$ cat config.mk
export PLATFORM = sky130hd
export DESIGN_NAME = writeback_unit
export DESIGN_NICKNAME = d
export VERILOG_FILES = /design/src/cpu_pkg.sv /design/src/writeback_unit.sv
export SDC_FILE = /design/constraint.sdc
export NUM_CORES = 1
export LEC_CHECK = 0
export BUFFER_PORTS_ARGS = -buffer_cell sky130_fd_sc_hd__buf_2
export CAP_MARGIN = 0
export CORE_ASPECT_RATIO = 0.9
export CORE_MARGIN = 4
export CORE_UTILIZATION = 25
export DETAILED_ROUTE_END_ITERATION = 10
export PLACE_DENSITY = 0.69
export SLEW_MARGIN = 10
export SYNTH_ARGS = -nofsm -noshare
export SYNTH_HDL_FRONTEND = slang
export SYNTH_SLANG_ARGS = --single-unit
export TNS_END_PERCENT = 30
$ cat constraint.sdc
create_clock -name clk -period 1.09 [get_ports clk]
set_input_delay 0.109 -clock clk [delete_from_list [all_inputs] [get_ports clk]]
set_output_delay 0.109 -clock clk [all_outputs]
set_load 0.03 [all_outputs]
$ cat src/cpu_pkg.sv
package cpu_pkg;

	localparam int XLEN       = 16;
	localparam int REG_AW     = 4;
	localparam int IMEM_DEPTH = 256;
	localparam int IMEM_AW    = $clog2(IMEM_DEPTH);

	typedef enum logic [3:0] {
		OP_ADD = 4'h0,
		OP_SUB = 4'h1,
		OP_XOR = 4'h2,
		OP_SLL = 4'h4,
		OP_SRA = 4'h5,
		OP_LW  = 4'h8,
		OP_SW  = 4'h9,
		OP_LLB = 4'hA,
		OP_LHB = 4'hB,
		OP_B   = 4'hC,
		OP_PCS = 4'hE,
		OP_HLT = 4'hF
	} opcode_e;

	typedef enum logic [2:0] {
		CC_NE = 3'd0,
		CC_EQ = 3'd1,
		CC_GT = 3'd2,
		CC_LT = 3'd3,
		CC_GE = 3'd4,
		CC_LE = 3'd5,
		CC_OV = 3'd6,
		CC_UN = 3'd7
	} ccode_e;

	typedef struct packed {
		opcode_e           opcode;
		logic [REG_AW-1:0] rd;
		logic [REG_AW-1:0] rs;
		logic [REG_AW-1:0] rt;
	} r_fmt_t;

	typedef struct packed {
		opcode_e           opcode;
		logic [REG_AW-1:0] rd;
		logic [7:0]        imm8;
	} i_fmt_t;

	typedef struct packed {
		opcode_e    opcode;
		ccode_e     ccode;
		logic [8:0] off9;
	} b_fmt_t;

	// one instruction word, seen through whichever layout its opcode uses
	typedef union packed {
		r_fmt_t r_fmt;
		i_fmt_t i_fmt;
		b_fmt_t b_fmt;
	} instr_u;

	typedef struct packed {
		logic z;
		logic v;
		logic n;
	} flags_t;

	typedef enum logic [1:0] {
		FWD_RF    = 2'b00,
		FWD_MEMWB = 2'b01,
		FWD_EXMEM = 2'b10
	} fwd_sel_e;

	typedef struct packed {
		logic            valid;
		logic [XLEN-1:0] pc2;
		instr_u          instr;
	} ifid_t;

	typedef struct packed {
		logic              valid;
		opcode_e           opcode;
		logic [REG_AW-1:0] rd;
		logic [REG_AW-1:0] rs;
		logic [REG_AW-1:0] rt;
		logic [XLEN-1:0]   rs_val;
		logic [XLEN-1:0]   rt_val;
		logic [XLEN-1:0]   imm;
		ccode_e            ccode;
		logic [XLEN-1:0]   pc2;
	} idex_t;

	typedef struct packed {
		logic              valid;
		opcode_e           opcode;
		logic [REG_AW-1:0] rd;
		logic [XLEN-1:0]   result;
		logic [XLEN-1:0]   addr;
		logic [XLEN-1:0]   wdata;
	} exmem_t;

	typedef struct packed {
		logic              valid;
		opcode_e           opcode;
		logic [REG_AW-1:0] rd;
		logic [XLEN-1:0]   wb_val;
	} memwb_t;

	// byte loads modify rd, so rd is their first source
	function automatic logic [REG_AW-1:0] src_a(input instr_u ins);
		if (ins.r_fmt.opcode == OP_LLB || ins.r_fmt.opcode == OP_LHB)
			return ins.r_fmt.rd;
		return ins.r_fmt.rs;
	endfunction

	// a store takes its data from rd
	function automatic logic [REG_AW-1:0] src_b(input instr_u ins);
		if (ins.r_fmt.opcode == OP_SW)
			return ins.r_fmt.rd;
		return ins.r_fmt.rt;
	endfunction

	function automatic logic uses_a(input opcode_e op);
		return op inside {OP_ADD, OP_SUB, OP_XOR, OP_SLL, OP_SRA,
			OP_LW, OP_SW, OP_LLB, OP_LHB};
	endfunction

	function automatic logic uses_b(input opcode_e op);
		return op inside {OP_ADD, OP_SUB, OP_XOR, OP_SW};
	endfunction

	function automatic logic writes_rd(input opcode_e op);
		return op inside {OP_ADD, OP_SUB, OP_XOR, OP_SLL, OP_SRA,
			OP_LW, OP_LLB, OP_LHB, OP_PCS};
	endfunction

	function automatic logic is_legal(input opcode_e op);
		return !(op inside {4'h3, 4'h6, 4'h7, 4'hD});
	endfunction

endpackage
$ cat src/writeback_unit.sv
`timescale 1ns/1ps

module writeback_unit (
	input  logic                       clk,
	input  logic                       rst_n_i,
	input  cpu_pkg::exmem_t            exmem_i,
	input  logic [cpu_pkg::XLEN-1:0]   dmem_rdata_i,
	output cpu_pkg::memwb_t            memwb_o,
	output logic                       rf_we_o,
	output logic [cpu_pkg::REG_AW-1:0] rf_waddr_o,
	output logic [cpu_pkg::XLEN-1:0]   rf_wdata_o,
	output logic                       hlt_o
);

	cpu_pkg::memwb_t memwb_q;
	logic            hlt_now;
	logic            hlt_q;

	// the data bus answers in the same cycle, so the load word is captured here
	always_ff @(posedge clk) begin
		if (!rst_n_i)
			memwb_q.valid <= 1'b0;
		else
			memwb_q.valid <= exmem_i.valid;
		memwb_q.opcode <= exmem_i.opcode;
		memwb_q.rd     <= exmem_i.rd;
		memwb_q.wb_val <= (exmem_i.opcode == cpu_pkg::OP_LW) ? dmem_rdata_i : exmem_i.result;
	end

	assign rf_we_o    = memwb_q.valid && cpu_pkg::writes_rd(memwb_q.opcode);
	assign rf_waddr_o = memwb_q.rd;
	assign rf_wdata_o = memwb_q.wb_val;

	assign hlt_now = memwb_q.valid && memwb_q.opcode == cpu_pkg::OP_HLT;

	// sticky until reset, even though more HLT copies follow the first one
	always_ff @(posedge clk) begin
		if (!rst_n_i)
			hlt_q <= 1'b0;
		else if (hlt_now)
			hlt_q <= 1'b1;
	end

	assign hlt_o   = hlt_q || hlt_now;
	assign memwb_o = memwb_q;

endmodule

==> Word-level counts from Yosys, hierarchy flattened <==
Index checks and enable logic that the tools add are counted.
{ "op_classes": {"eq_ne": 10, "n_mux": 1, "n_reduce_logical": 5} }
{ "op_table": {"columns": ["cell", "n"], "rows": [
  ["== test 4 bit (second input constant)", 6],
  ["two-way mux 16 bit", 1],
  ["nonzero test 9 bit", 1],
  ["== test 4 x 3 -> 1 bit (second input constant)", 2],
  ["== test 4 x 1 -> 1 bit (second input constant)", 1],
  ["== test 4 x 2 -> 1 bit (second input constant)", 1],
  ["zero test 4 bit", 1],
  ["logical AND 1 bit", 2],
  ["logical OR 1 bit", 1]
]} }
{ "totals": {"reg_bits": 26, "in_bits": 75, "out_inout_bits": 47, "word_cells": 21} }

==> Logic depth before layout (Yosys ltp) <==
Gate-level depths: netlist of the first run.
{ "logic_depth": {"depth_word": 3, "ltp_mapped": 3, "ltp_nobuf": 3} }

==> Least setup slack after synthesis of the first run <==
OpenSTA, ideal clock, no wires.
{ "synth_timing": {"path_kind": "register -> register", "start": "register memwb_q, in the netlist memwb_o[22]", "end": "register hlt_q", "setup_ns": 0.061, "arrival_time_ns": 1.345, "setup_slack_ns": -0.317, "path_stages_with_launch": 4, "path_cell_list": "dfxtp_1 -> nand3_1 -> o21bai_1 -> and2_1"} }
{ "synth_via": {"elab_chain_len": 2} }
{ "synth_lines": {"columns": ["element", "line", "text"], "rows": [
  ["start: declaration", "writeback_unit.sv:15", "cpu_pkg::memwb_t memwb_q;"],
  ["== test 4 bit", "writeback_unit.sv:34", "assign hlt_now = memwb_q.valid && memwb_q.opcode == cpu_pkg::OP_HLT;"],
  ["logical AND 1 bit", "writeback_unit.sv:34", null],
  ["end signal: assignment", "writeback_unit.sv:39", "hlt_q <= 1'b0;"],
  ["end signal: assignment", "writeback_unit.sv:41", "hlt_q <= 1'b1;"],
  ["end: declaration", "writeback_unit.sv:17", "logic hlt_q;"]
]} }
Every way passes these cells.
A chain may end at the register's enable or synchronous reset.

==> Final worst setup path of the first run <==
{ "layout_timing": {"start": "register memwb_q, in the netlist memwb_o[23]", "end": "output rf_we_o"} }
{ "layout_via": {"elab_chain_len": 3, "word_cells_on_any_way": 11} }
{ "layout_lines": {"columns": ["element", "line", "text"], "rows": [
  ["== test 4 x 1 -> 1 bit (tied with other cells)", "cpu_pkg.sv:131", "return op inside {OP_ADD, OP_SUB, OP_XOR, OP_SLL, OP_SRA,"],
  ["nonzero test 9 bit *", "cpu_pkg.sv:131", null],
  ["logical AND 1 bit *", "writeback_unit.sv:30", "assign rf_we_o = memwb_q.valid && cpu_pkg::writes_rd(memwb_q.opcode);"],
  ["end: declaration", "writeback_unit.sv:9", "output logic rf_we_o,"]
]} }
Mark *: on every way between the ends. The rest lies on a longest branch, timed or not.

==> results.md, run 1 <==
- Outcome: finished with violations
- Violated checks: setup timing
- Flop2flop setup slack: between 200 and 300 ps
- Final Setup Violations: 2
- Worst path max stage delay: approximately 340 ps
- Top-level I/O count: approximately 120
- Kind of start point of the critical path: flip-flop
- Post-placement setup slack: -159 ps
- Critical path endpoint category: output pin
- WP data arrival: ~1100 ps
- Share of synthesized area occupied by flip-flops and latches: 0.558
- Startpoint of the worst register-to-register path: memwb_o[22]
- Main area contributors after synthesis: dfxtp_1, mux2_2, buf_4
- Critical path required time: 980 ps
- Buffers added on ports: a little under 90
- HP Class: primary input to flip-flop
- Net total in the final layout: approximately 230
- Buffers and inverters on the worst path: 1
- Setup repair after global routing missed its margin: true
- Final critical-path required period: between 1000 and 1500 ps
- Synth top cells by count: dfxtp_1, buf_4, mux2_2
- Final routed wire length divided by cell count: 11.1 µm
- CP top delay family: flip-flops
- Yosys warning total: 0
- Maximum fanout along the worst path: 3
- Final standard cell area without fillers: 1500 µm²
- Area of combinational cells with multiple inputs: between 200 and 300 µm²
- Peak VDD IR: just under 0.8 mV
- Critical path class: flip-flop to output pin
- Die Footprint: approximately 4800 µm²
- Logic depth of the worst register-to-register path: 3
- Area growth from synthesis to final layout: 60.6%
- Post-route clock period utilization: 1.09
- Standard cell core area: roughly 3500 µm²
- Total of flip-flops plus latches after synthesis: 26
- Iteration-0 DRC Markers: 11
- Global placer's final weighted congestion: roughly 0.66
- Sinks on Clock Net: 26
- Max Buffers Root-to-Sink: 2
- Largest net degree at the start of global routing: 16
- Worst Hold Launch: exmem_i[56]
- Net load switching power: 0.622 mW
- Share of flip-flops with an asynchronous set or reset after synthesis: 0
- Mean area per synthesized cell: 13.0 µm²
- Num rows: 20
- Post-route worst setup slack: -95.2 ps
- Total leakage power: 0.749 nW
- Clock network power share: 0.339
- Sequential standard cell area: roughly 530 µm²
- Starting Density: 0.268
- Max-slew violation count: 0
- Syn nets: around 150
- Final count of hold timing violations: 0
- Die height: around 66 µm
- Worst hold path stage count: 2
- Post-DP Area: 1310 µm²
- Cell accounting for the most synthesized area: dfxtp_1
- Slowest stage cell on the critical path: dfxtp_2
- Number of inserted filler cells in the final layout: 333
- Main synth FF type: dfxtp_1
- Number of nets with antenna violations after detailed routing: 0
- Clock network latency to the later pin of the worst-skew pair: around 270 ps
- Post-route DRC violation count: 0
- List of cells traversed by the critical path: nand2_2 -> a21oi_2 -> o21a_2 -> buf_6
- Total of max-cap violations: 0
- Most common cell in the netlist: dfxtp_1
- Setup Total Neg Slack: -153 ps
- Proportion of power drawn by combinational gates: 0.213
- Setup skew after layout: ~0.27 ps
- Number of synthesized flops with an enable pin: 0
- CTS clock-pin slew for the worst setup and hold paths: around 90 ps
- Total stage count of the critical path: 4
- Switching fraction of total power: 0.269
- Dpl hpwl: 1.74 mm
- Length of the first detailed-routing pass in iterations: 2
- Cell chosen for the clock root: clkbuf_8
- Post-synthesis instance area: about 930 µm²
- Antenna violations before repair: 0
- Fraction of final layout cells sized beyond drive strength 1: 0.787
- Vias in the first global route: slightly below 800
- TritonCTS clock tree: yes
- CTS H-tree lvls: 1
- Routed Wire Length: 2.22 mm
- Pwr per Cell Area: about 1500 nW/µm²
- Global-route usage over all layers: 0.0921
- Synthesized instance count: 72
- First-pass GRT wire length: around 3.3 mm
- Via density per instance: just under 4
- Share of the synthesized area in the top cell type: 0.558
- Min-Delay Endpoint: memwb_o[24]
- Die Wd: 72.4 µm
- Vias post-DR: approximately 790
- Leftover overflow at the end of global routing: 0
- Worst slew margin: 0.797
- TritonCTS buffer count: 3
- Post-layout utilization of the core: 0.431
- Worst slew pin tran: 303 ps
- Number of distinct library cells after synthesis: 12
- Highest achievable clock rate: 0.844 GHz
- Reg2reg end: hlt_q
- Internal power: roughly 1.7 mW
- Antenna diodes: 0
- Power share of the sequential group: 0.448
[layout make-up]
class                      instances  share of cell area
clock buffer                       3              0.0275
timing repair buffer             100               0.382
multi-input combinational         25               0.180
tap                               44              0.0367
clock inverter                     1              0.0200
sequential                        26               0.353
[per-stage QoR]
stage               hold WS (ps)  power [mW]  std cells
finish                      37.9        2.31        199
detailed placement           213        1.52        186
global route                28.9        2.45        199
floorplan                    137        1.40         72
CTS                         23.8        2.37        198
global placement             211        1.52        186
[how the worst max path moves through the flow]
stage / start / endpoint / slack [ps]
4_1_cts: memwb_o[21] / rf_we_o / -110
3_5_place_dp: exmem_i[53] / rf_wdata_o[12] / -160
5_1_grt: memwb_o[21] / rf_we_o / -210
6_report: memwb_o[23] / rf_we_o / -100
2_1_floorplan: exmem_i[53] / rf_wdata_o[10] / -100
3_3_place_gp: exmem_i[53] / rf_wdata_o[7] / -120
[registers in the layout, summed over array words and instances, names as in the netlist]
| signal | flops |
|---|---|
| hlt_q | 1 |
| rf_wdata_o | 16 |
| rf_waddr_o | 4 |
| memwb_o | 5 |
[layout by cell type, fill, tap and decap left out]
cell	count
o21bai_4	1
buf_4	2
buf_12	1
buf_6	2
dfxtp_2	4
buf_2	87
nor4b_4	1
bufinv_16	1
nand2_2	1
o21a_2	1
mux2_2	16
a21oi_2	1
and2_1	2
dlygate4sd3_1	8
o22ai_1	1
dfxtp_4	1
clkbuf_8	3
dfxtp_1	21
nand3_1	1
[routing by layer]
metal | wire length (µm) | up-vias | track usage
met3 | 407 | 0 | 0.0547
li1 | - | 386 | -
met5 | 0 | - | 0
met2 | 1020 | 65 | 0.163
met4 | 0 | 0 | 0.0138
met1 | 786 | 335 | 0.0959
[power by group through the flow]
stage	combinational (mW)	clock (mW)	sequential [mW]
final	0.493	0.785	1.04
after global routing	0.523	0.884	1.05
after CTS	0.493	0.835	1.04
after detailed placement	0.466	0	1.06
after global placement	0.464	0	1.06
after floorplan	0.225	0	1.17
[cell families after synthesis]
logic type,after synthesis,synth area share
flip-flops,26,0.558
buffers and inverters,21,0.173
multiplexers,16,0.193
AND/OR/NAND/NOR,5,0.0482
AO/OA/AOI/OAI,4,0.0282
[what timing repair did]
action | CTS | global route
pin swaps | 1 | 1
resized for setup | 11 | 1
buffers inserted | 0 | 1
hold buffers | 8 | 0
setup endpoints to repair | 2 | 2
hold endpoints to repair | 8 | 0
No activity file was read; power rests on OpenSTA's default activity.
==> inputs of run 2 (changes only) <==
--- a/config.mk
+++ b/config.mk
@@ -7,11 +7,13 @@
 export LEC_CHECK = 0
 export BUFFER_PORTS_ARGS = -buffer_cell sky130_fd_sc_hd__buf_2
 export CAP_MARGIN = 0
+export CELL_PAD_IN_SITES_DETAIL_PLACEMENT = 0
+export CELL_PAD_IN_SITES_GLOBAL_PLACEMENT = 1
 export CORE_ASPECT_RATIO = 0.9
 export CORE_MARGIN = 4
-export CORE_UTILIZATION = 25
+export CORE_UTILIZATION = 18
 export DETAILED_ROUTE_END_ITERATION = 10
-export PLACE_DENSITY = 0.69
+export PLACE_DENSITY_LB_ADDON = 0.1
 export SLEW_MARGIN = 10
 export SYNTH_ARGS = -nofsm -noshare
 export SYNTH_HDL_FRONTEND = slang
==> constraint.sdc (replaced) <==
create_clock -name clk -period 1.09 [get_ports clk]
set_input_delay 0.109 -clock clk [delete_from_list [all_inputs] [get_ports clk]]
set_output_delay 0.109 -clock clk [all_outputs]
set_load 0.005 [all_outputs]
==> results.md, run 2 (synthesized netlist as in run 1, its figures left out) <==
- Routed Wire Length: 2.34 mm (was 2.22 mm)
- Largest net degree at the start of global routing: 17 (was 16)
- Sinks on Clock Net: 26 (unchanged)
- Final standard cell area without fillers: 1480 µm² (was 1500 µm²)
- Number of inserted filler cells in the final layout: 529 (was 333)
- Worst slew margin: 0.828 (was 0.797)
- Total of max-cap violations: 0 (unchanged)
- Iteration-0 DRC Markers: 8 (was 11)
- Die height: 76.3 µm (was 66.0 µm)
- Top-level I/O count: 122 (unchanged)
- CP top delay family: flip-flops (unchanged)
- Worst Hold Launch: exmem_i[56] (unchanged)
- Max-slew violation count: 0 (unchanged)
- Startpoint of the worst register-to-register path: memwb_o[22] (unchanged)
- WP data arrival: 1020 ps (was 1080 ps)
- Leftover overflow at the end of global routing: 0 (unchanged)
- CTS H-tree lvls: 1 (unchanged)
- Cell chosen for the clock root: clkbuf_8 (unchanged)
- Global placer's final weighted congestion: 0.728 (was 0.657)
- Vias post-DR: 785 (was 786)
- Clock network latency to the later pin of the worst-skew pair: 270 ps (about the same)
- Critical Path Source: memwb_o[22] (was memwb_o[23])
- Final count of hold timing violations: 0 (unchanged)
- Num rows: 24 (was 20)
- Grt met3 use: 0.0411 (was 0.0547)
- Critical path class: flip-flop to output pin (unchanged)
- TritonCTS buffer count: 3 (unchanged)
- Starting Density: 0.190 (was 0.268)
- Routing layer with the top usage in global route: met2 (unchanged)
- Worst slew pin tran: 257 ps (was 303 ps)
- Antenna violations before repair: 0 (unchanged)
- GR Layer Usage met1: 0.0802 (was 0.0959)
- Buffers and inverters on the worst path: 1 (unchanged)
- Fraction of final layout cells sized beyond drive strength 1: 0.779 (was 0.787)
- Post-route clock period utilization: 1.04 (was 1.09)
- Die Wd: 83.9 µm (was 72.4 µm)
- TritonCTS clock tree: yes (unchanged)
- Met2 track demand over resource: 0.126 (was 0.163)
- Maximum fanout along the worst path: 4 (was 3)
- Dpl hpwl: 1.85 mm (was 1.74 mm)
- HP Class: primary input to flip-flop (unchanged)
- Post-route DRC violation count: 0 (unchanged)
- Antenna diodes: 0 (unchanged)
- Total leakage power: 0.731 nW (was 0.749 nW)
- List of cells traversed by the critical path: o22ai_1 -> o21a_1 -> buf_2 (was nand2_2 -> a21oi_2 -> o21a_2 -> buf_6)
- Most common cell after layout, fill and taps aside: buf_2 (unchanged)
- Length of the first detailed-routing pass in iterations: 2 (unchanged)
- Number of nets with antenna violations after detailed routing: 0 (unchanged)
- Violated checks: setup timing (unchanged)
- Worst path max stage delay: 380 ps (was 340 ps)
- CTS clock-pin slew for the worst setup and hold paths: 90 ps (about the same)
- Critical path endpoint category: output pin (unchanged)
- Global-route usage over all layers: 0.0735 (was 0.0921)
- Max Buffers Root-to-Sink: 2 (unchanged)
- Slowest stage cell on the critical path: dfxtp_4 (was dfxtp_2)
- Critical path required time: 980 ps (about the same)
- Post-DP Area: 1320 µm² (was 1310 µm²)
- Area growth from synthesis to final layout: 59.0% (was 60.6%)
- Most used cells in the layout excluding fill and tap cells: buf_2, dfxtp_1, mux2_2, dlygate4sd3_1, clkbuf_8 (was buf_2, dfxtp_1, mux2_2, dlygate4sd3_1, dfxtp_2)
- Standard cell core area: 4920 µm² (was 3480 µm²)
- Peak VDD IR: 0.392 mV (was 0.796 mV)
- Pwr per Cell Area: 1300 nW/µm² (was 1540 nW/µm²)
- Kind of start point of the critical path: flip-flop (unchanged)
- Final critical-path required period: 1130 ps (was 1190 ps)
- First-pass GRT wire length: 3.79 mm (was 3.34 mm)
- Setup skew after layout: 0.353 ps (was 0.269 ps)
- Die Footprint: 6400 µm² (was 4780 µm²)
- Post-route worst setup slack: -42.2 ps (was -95.2 ps)
- Via density per instance: 3.58 (was 3.95)
- Post-placement setup slack: -139 ps (was -159 ps)
- Final Setup Violations: 2 (unchanged)
- Highest achievable clock rate: 0.883 GHz (was 0.844 GHz)
- Outcome: finished with violations (unchanged)
- Setup repair after global routing missed its margin: true (unchanged)
- Buffers added on ports: 89 (unchanged)
- Final routed wire length divided by cell count: 10.7 µm (was 11.1 µm)
- Vias in the first global route: 822 (was 774)
- Net total in the final layout: 230 (was 231)
- Max FFs per register: 16 (unchanged)
## run 2: changes by cell type in the layout (fill, tap and decap cells not counted)
cell       change
buf_2          +2
buf_4          -1
buf_6          -2
bufinv_16      -1
clkbuf_8       +1
dfxtp_2        -1
dfxtp_4        +1
nand3_1        -1
nand3_2        +1
o21a_1         +1
o21a_2         -1
o21bai_1       +1
o21bai_4       -1
## run 2: layer usage
layer,part of all wire,vias to the layer above
li1,-,385
met1,0.37,340
met2,0.47,58
met3,0.16,2
met4,0.0068,0
met5,0,-
## run 2: worst paths after layout
check | to | slack, ps | cells past startpoint
setup / recovery | rf_we_o | -40 | 3
hold / removal | memwb_o[24] | 40 | 2
setup reg to reg | hlt_q | 200 | 4
hold reg to reg | hlt_q | 660 | 3
## run 2: stage by stage
step            util  instances  power, mW  hold slack [ps]  TNS, ps
6_report       0.301        219       1.92             35.7    -80.5
3_3_place_gp   0.268        206       1.31              211    -1840
2_1_floorplan      -         72       1.19              137     -979
3_5_place_dp   0.268        206       1.31              214    -2080
5_1_grt        0.301        219       2.03             29.9     -201
4_1_cts        0.298        218       1.98             26.9    -92.3
## run 2: layout make-up
class                           count  area [µm²]  area share
Timing Repair Buffer               99         553       0.373
Sequential cell                    26         532       0.358
Multi-Input combinational cell     25         263       0.177
Tap cell                           65        81.3      0.0548
Clock buffer                        4        55.1      0.0371
## run 2: worst reg2reg max path: cells and delay by family (launching register included)
family | cells | cell delay, ps
AND/OR/NAND/NOR | 2 | 170
AO/OA/AOI/OAI | 1 | 170
buffers and inverters | 1 | 130
flip-flops | 1 | 380
## run 2: timing repair
item	CTS	global route
endpoints found under the hold margin	8	0
pin swaps	0	1
hold buffers	8	0
resized for setup	7	3
setup buffers	0	1
endpoints found under the setup margin	2	2
## run 2: report_power, final
part,leakage [nW],total [mW],internal [mW],switching (mW)
logic,0.483,0.276,0.182,0.0934
clock network,0.0288,0.612,0.322,0.290
registers,0.220,1.04,1.01,0.0299
total,0.731,1.92,1.51,0.413
==> inputs of run 3 (changes only) <==
--- a/config.mk
+++ b/config.mk
@@ -14,6 +14,7 @@
 export CORE_UTILIZATION = 18
 export DETAILED_ROUTE_END_ITERATION = 10
 export PLACE_DENSITY_LB_ADDON = 0.1
+export SKIP_CTS_REPAIR_TIMING = 1
 export SLEW_MARGIN = 10
 export SYNTH_ARGS = -nofsm -noshare
 export SYNTH_HDL_FRONTEND = slang
==> results.md, run 3 (synthesized netlist as in run 1, its figures left out) <==
- TritonCTS buffer count: 3 (unchanged)
- Length of the first detailed-routing pass in iterations: 2 (unchanged)
- List of cells traversed by the critical path: nand3_2 -> o21bai_1 -> buf_2 (was o22ai_1 -> o21a_1 -> buf_2)
- Total leakage power: 0.731 nW (unchanged)
- Largest net degree at the start of global routing: 17 (unchanged)
- Num rows: 24 (unchanged)
- Setup Total Neg Slack: -72.3 ps (was -80.5 ps)
- Worst hold path stage count: 2 (unchanged)
- Standard cell core area: 4920 µm² (unchanged)
- Global-route usage over all layers: 0.0702 (was 0.0735)
- Die Footprint: 6400 µm² (unchanged)
- Routed Wire Length: 2.35 mm (was 2.34 mm)
- Buffers added on ports: 89 (unchanged)
- Final routed wire length divided by cell count: 10.7 µm (about the same)
- Clock network latency to the later pin of the worst-skew pair: 270 ps (about the same)
- Slowest stage cell on the critical path: dfxtp_4 (unchanged)
- Die height: 76.3 µm (unchanged)
- Worst path max stage delay: 380 ps (about the same)
- Buffers and inverters on the worst path: 1 (unchanged)
- Number of nets with antenna violations after detailed routing: 0 (unchanged)
- Highest achievable clock rate: 0.886 GHz (was 0.883 GHz)
- Most common cell after layout, fill and taps aside: buf_2 (unchanged)
- Vias in the first global route: 763 (was 822)
- Switching fraction of total power: 0.215 (about the same)
- Antenna diodes: 0 (unchanged)
- HP Class: primary input to flip-flop (unchanged)
- Setup skew after layout: 0.353 ps (about the same)
- Final critical-path required period: 1130 ps (about the same)
- CTS clock-pin slew for the worst setup and hold paths: 90 ps (about the same)
- Pwr per Cell Area: 1300 nW/µm² (about the same)
- Power share of the sequential group: 0.538 (was 0.539)
- Final Setup Violations: 2 (unchanged)
- Maximum fanout along the worst path: 4 (unchanged)
- Starting Density: 0.190 (unchanged)
- Startpoint of the worst register-to-register path: memwb_o[22] (unchanged)
- TritonCTS clock tree: yes (unchanged)
- WP data arrival: 1020 ps (about the same)
- Cell chosen for the clock root: clkbuf_8 (unchanged)
- Max Buffers Root-to-Sink: 2 (unchanged)
- Post-route worst setup slack: -38.7 ps (was -42.2 ps)
- Worst Hold Launch: exmem_i[56] (unchanged)
- Die Wd: 83.9 µm (unchanged)
- Critical path endpoint category: output pin (unchanged)
- Top-level I/O count: 122 (unchanged)
- Post-route DRC violation count: 0 (unchanged)
- Net total in the final layout: 230 (unchanged)
- Peak VDD IR: 0.392 mV (about the same)
- Total of max-cap violations: 0 (unchanged)
- Leftover overflow at the end of global routing: 0 (unchanged)
- Min-Delay Endpoint: memwb_o[24] (unchanged)
- Via density per instance: 3.62 (was 3.58)
- Final count of hold timing violations: 0 (unchanged)
- Proportion of power drawn by combinational gates: 0.143 (about the same)
- First-pass GRT wire length: 3.61 mm (was 3.79 mm)
- Post-placement setup slack: -139 ps (unchanged)
- Clock network power share: 0.318 (about the same)
- Iteration-0 DRC Markers: 8 (unchanged)
- Kind of start point of the critical path: flip-flop (unchanged)
- CP top delay family: flip-flops (unchanged)
- Internal power: 1.51 mW (about the same)
- Worst slew margin: 0.827 (was 0.828)
- Antenna violations before repair: 0 (unchanged)
- Outcome: finished with violations (unchanged)
- Net load switching power: 0.413 mW (about the same)
- Critical path required time: 980 ps (about the same)
- CTS H-tree lvls: 1 (unchanged)
- Dpl hpwl: 1.85 mm (unchanged)
- Most used cells in the layout excluding fill and tap cells: buf_2, dfxtp_1, mux2_2, dlygate4sd3_1, clkbuf_8 (unchanged)
- Area growth from synthesis to final layout: 59.0% (unchanged)
- Flop2flop setup slack: 200 ps (about the same)
- Global placer's final weighted congestion: 0.728 (unchanged)
- Logic depth of the worst register-to-register path: 4 (unchanged)
- Violated checks: setup timing (unchanged)
- Post-layout utilization of the core: 0.301 (unchanged)
- Post-route clock period utilization: 1.04 (about the same)
- Max FFs per register: 16 (unchanged)
- Setup repair after global routing missed its margin: true (unchanged)
- Reg2reg end: hlt_q (unchanged)
- Sinks on Clock Net: 26 (unchanged)
- Fraction of final layout cells sized beyond drive strength 1: 0.779 (unchanged)
- Worst slew pin tran: 258 ps (was 257 ps)
- Vias post-DR: 792 (was 785)
- Critical path class: flip-flop to output pin (unchanged)
- Hold_ws: 35.5 ps (was 35.7 ps)
- Number of inserted filler cells in the final layout: 527 (was 529)
- Max-slew violation count: 0 (unchanged)
[run 3: cell counts in the layout (fill, tap and decap cells not counted)]
No cell type changed its count.
[run 3: layer usage]
metal / vias to the layer above / share of wire / track usage
met5: - / 0 / 0
met1: 348 / 0.36 / 0.0782
met2: 58 / 0.47 / 0.115
met4: 0 / 0.0068 / 0.0145
li1: 384 / - / -
met3: 2 / 0.16 / 0.0422
[run 3: worst reg2reg max path: cells and delay by family, from the launching register on]
family,cells,cell delay (ps)
compound gates,1,170
buf+inv,1,130
simple gates,2,170
flops,1,380
[run 3: how the worst max path moves through the flow]
stage,startpoint,end,slack (ps),cells after the start
detailed placement,exmem_i[53],rf_wdata_o[6],-140,4
CTS,memwb_o[23],rf_we_o,-90,4
floorplan,exmem_i[53],rf_wdata_o[10],-100,3
global placement,exmem_i[53],rf_wdata_o[6],-130,4
finish,memwb_o[22],hlt_o,-40,3
global route,memwb_o[22],hlt_o,-100,3
[run 3: power groups by stage]
| stage | logic (mW) | clock network [mW] | registers [mW] |
|---|---|---|---|
| 2_1_floorplan | 0.125 | 0 | 1.07 |
| 3_3_place_gp | 0.259 | 0 | 1.06 |
| 3_5_place_dp | 0.257 | 0 | 1.06 |
| 4_1_cts | 0.258 | 0.654 | 1.04 |
| 5_1_grt | 0.305 | 0.681 | 1.05 |
| 6_report | 0.276 | 0.612 | 1.04 |
[run 3: layout make-up]
cell class,instances,area (µm²),share of cell area
clock buffer,4,55.1,0.0371
tap,65,81.3,0.0548
multi-input combinational,25,263,0.177
sequential,26,532,0.358
timing repair buffer,99,553,0.373
[run 3: stage by stage]
step	total power, mW	std cells	area (µm²)
6_report	1.92	219	1480
5_1_grt	2.03	219	1480
4_1_cts	1.95	210	1370
3_5_place_dp	1.31	206	1320
3_3_place_gp	1.31	206	1320
2_1_floorplan	1.19	72	933
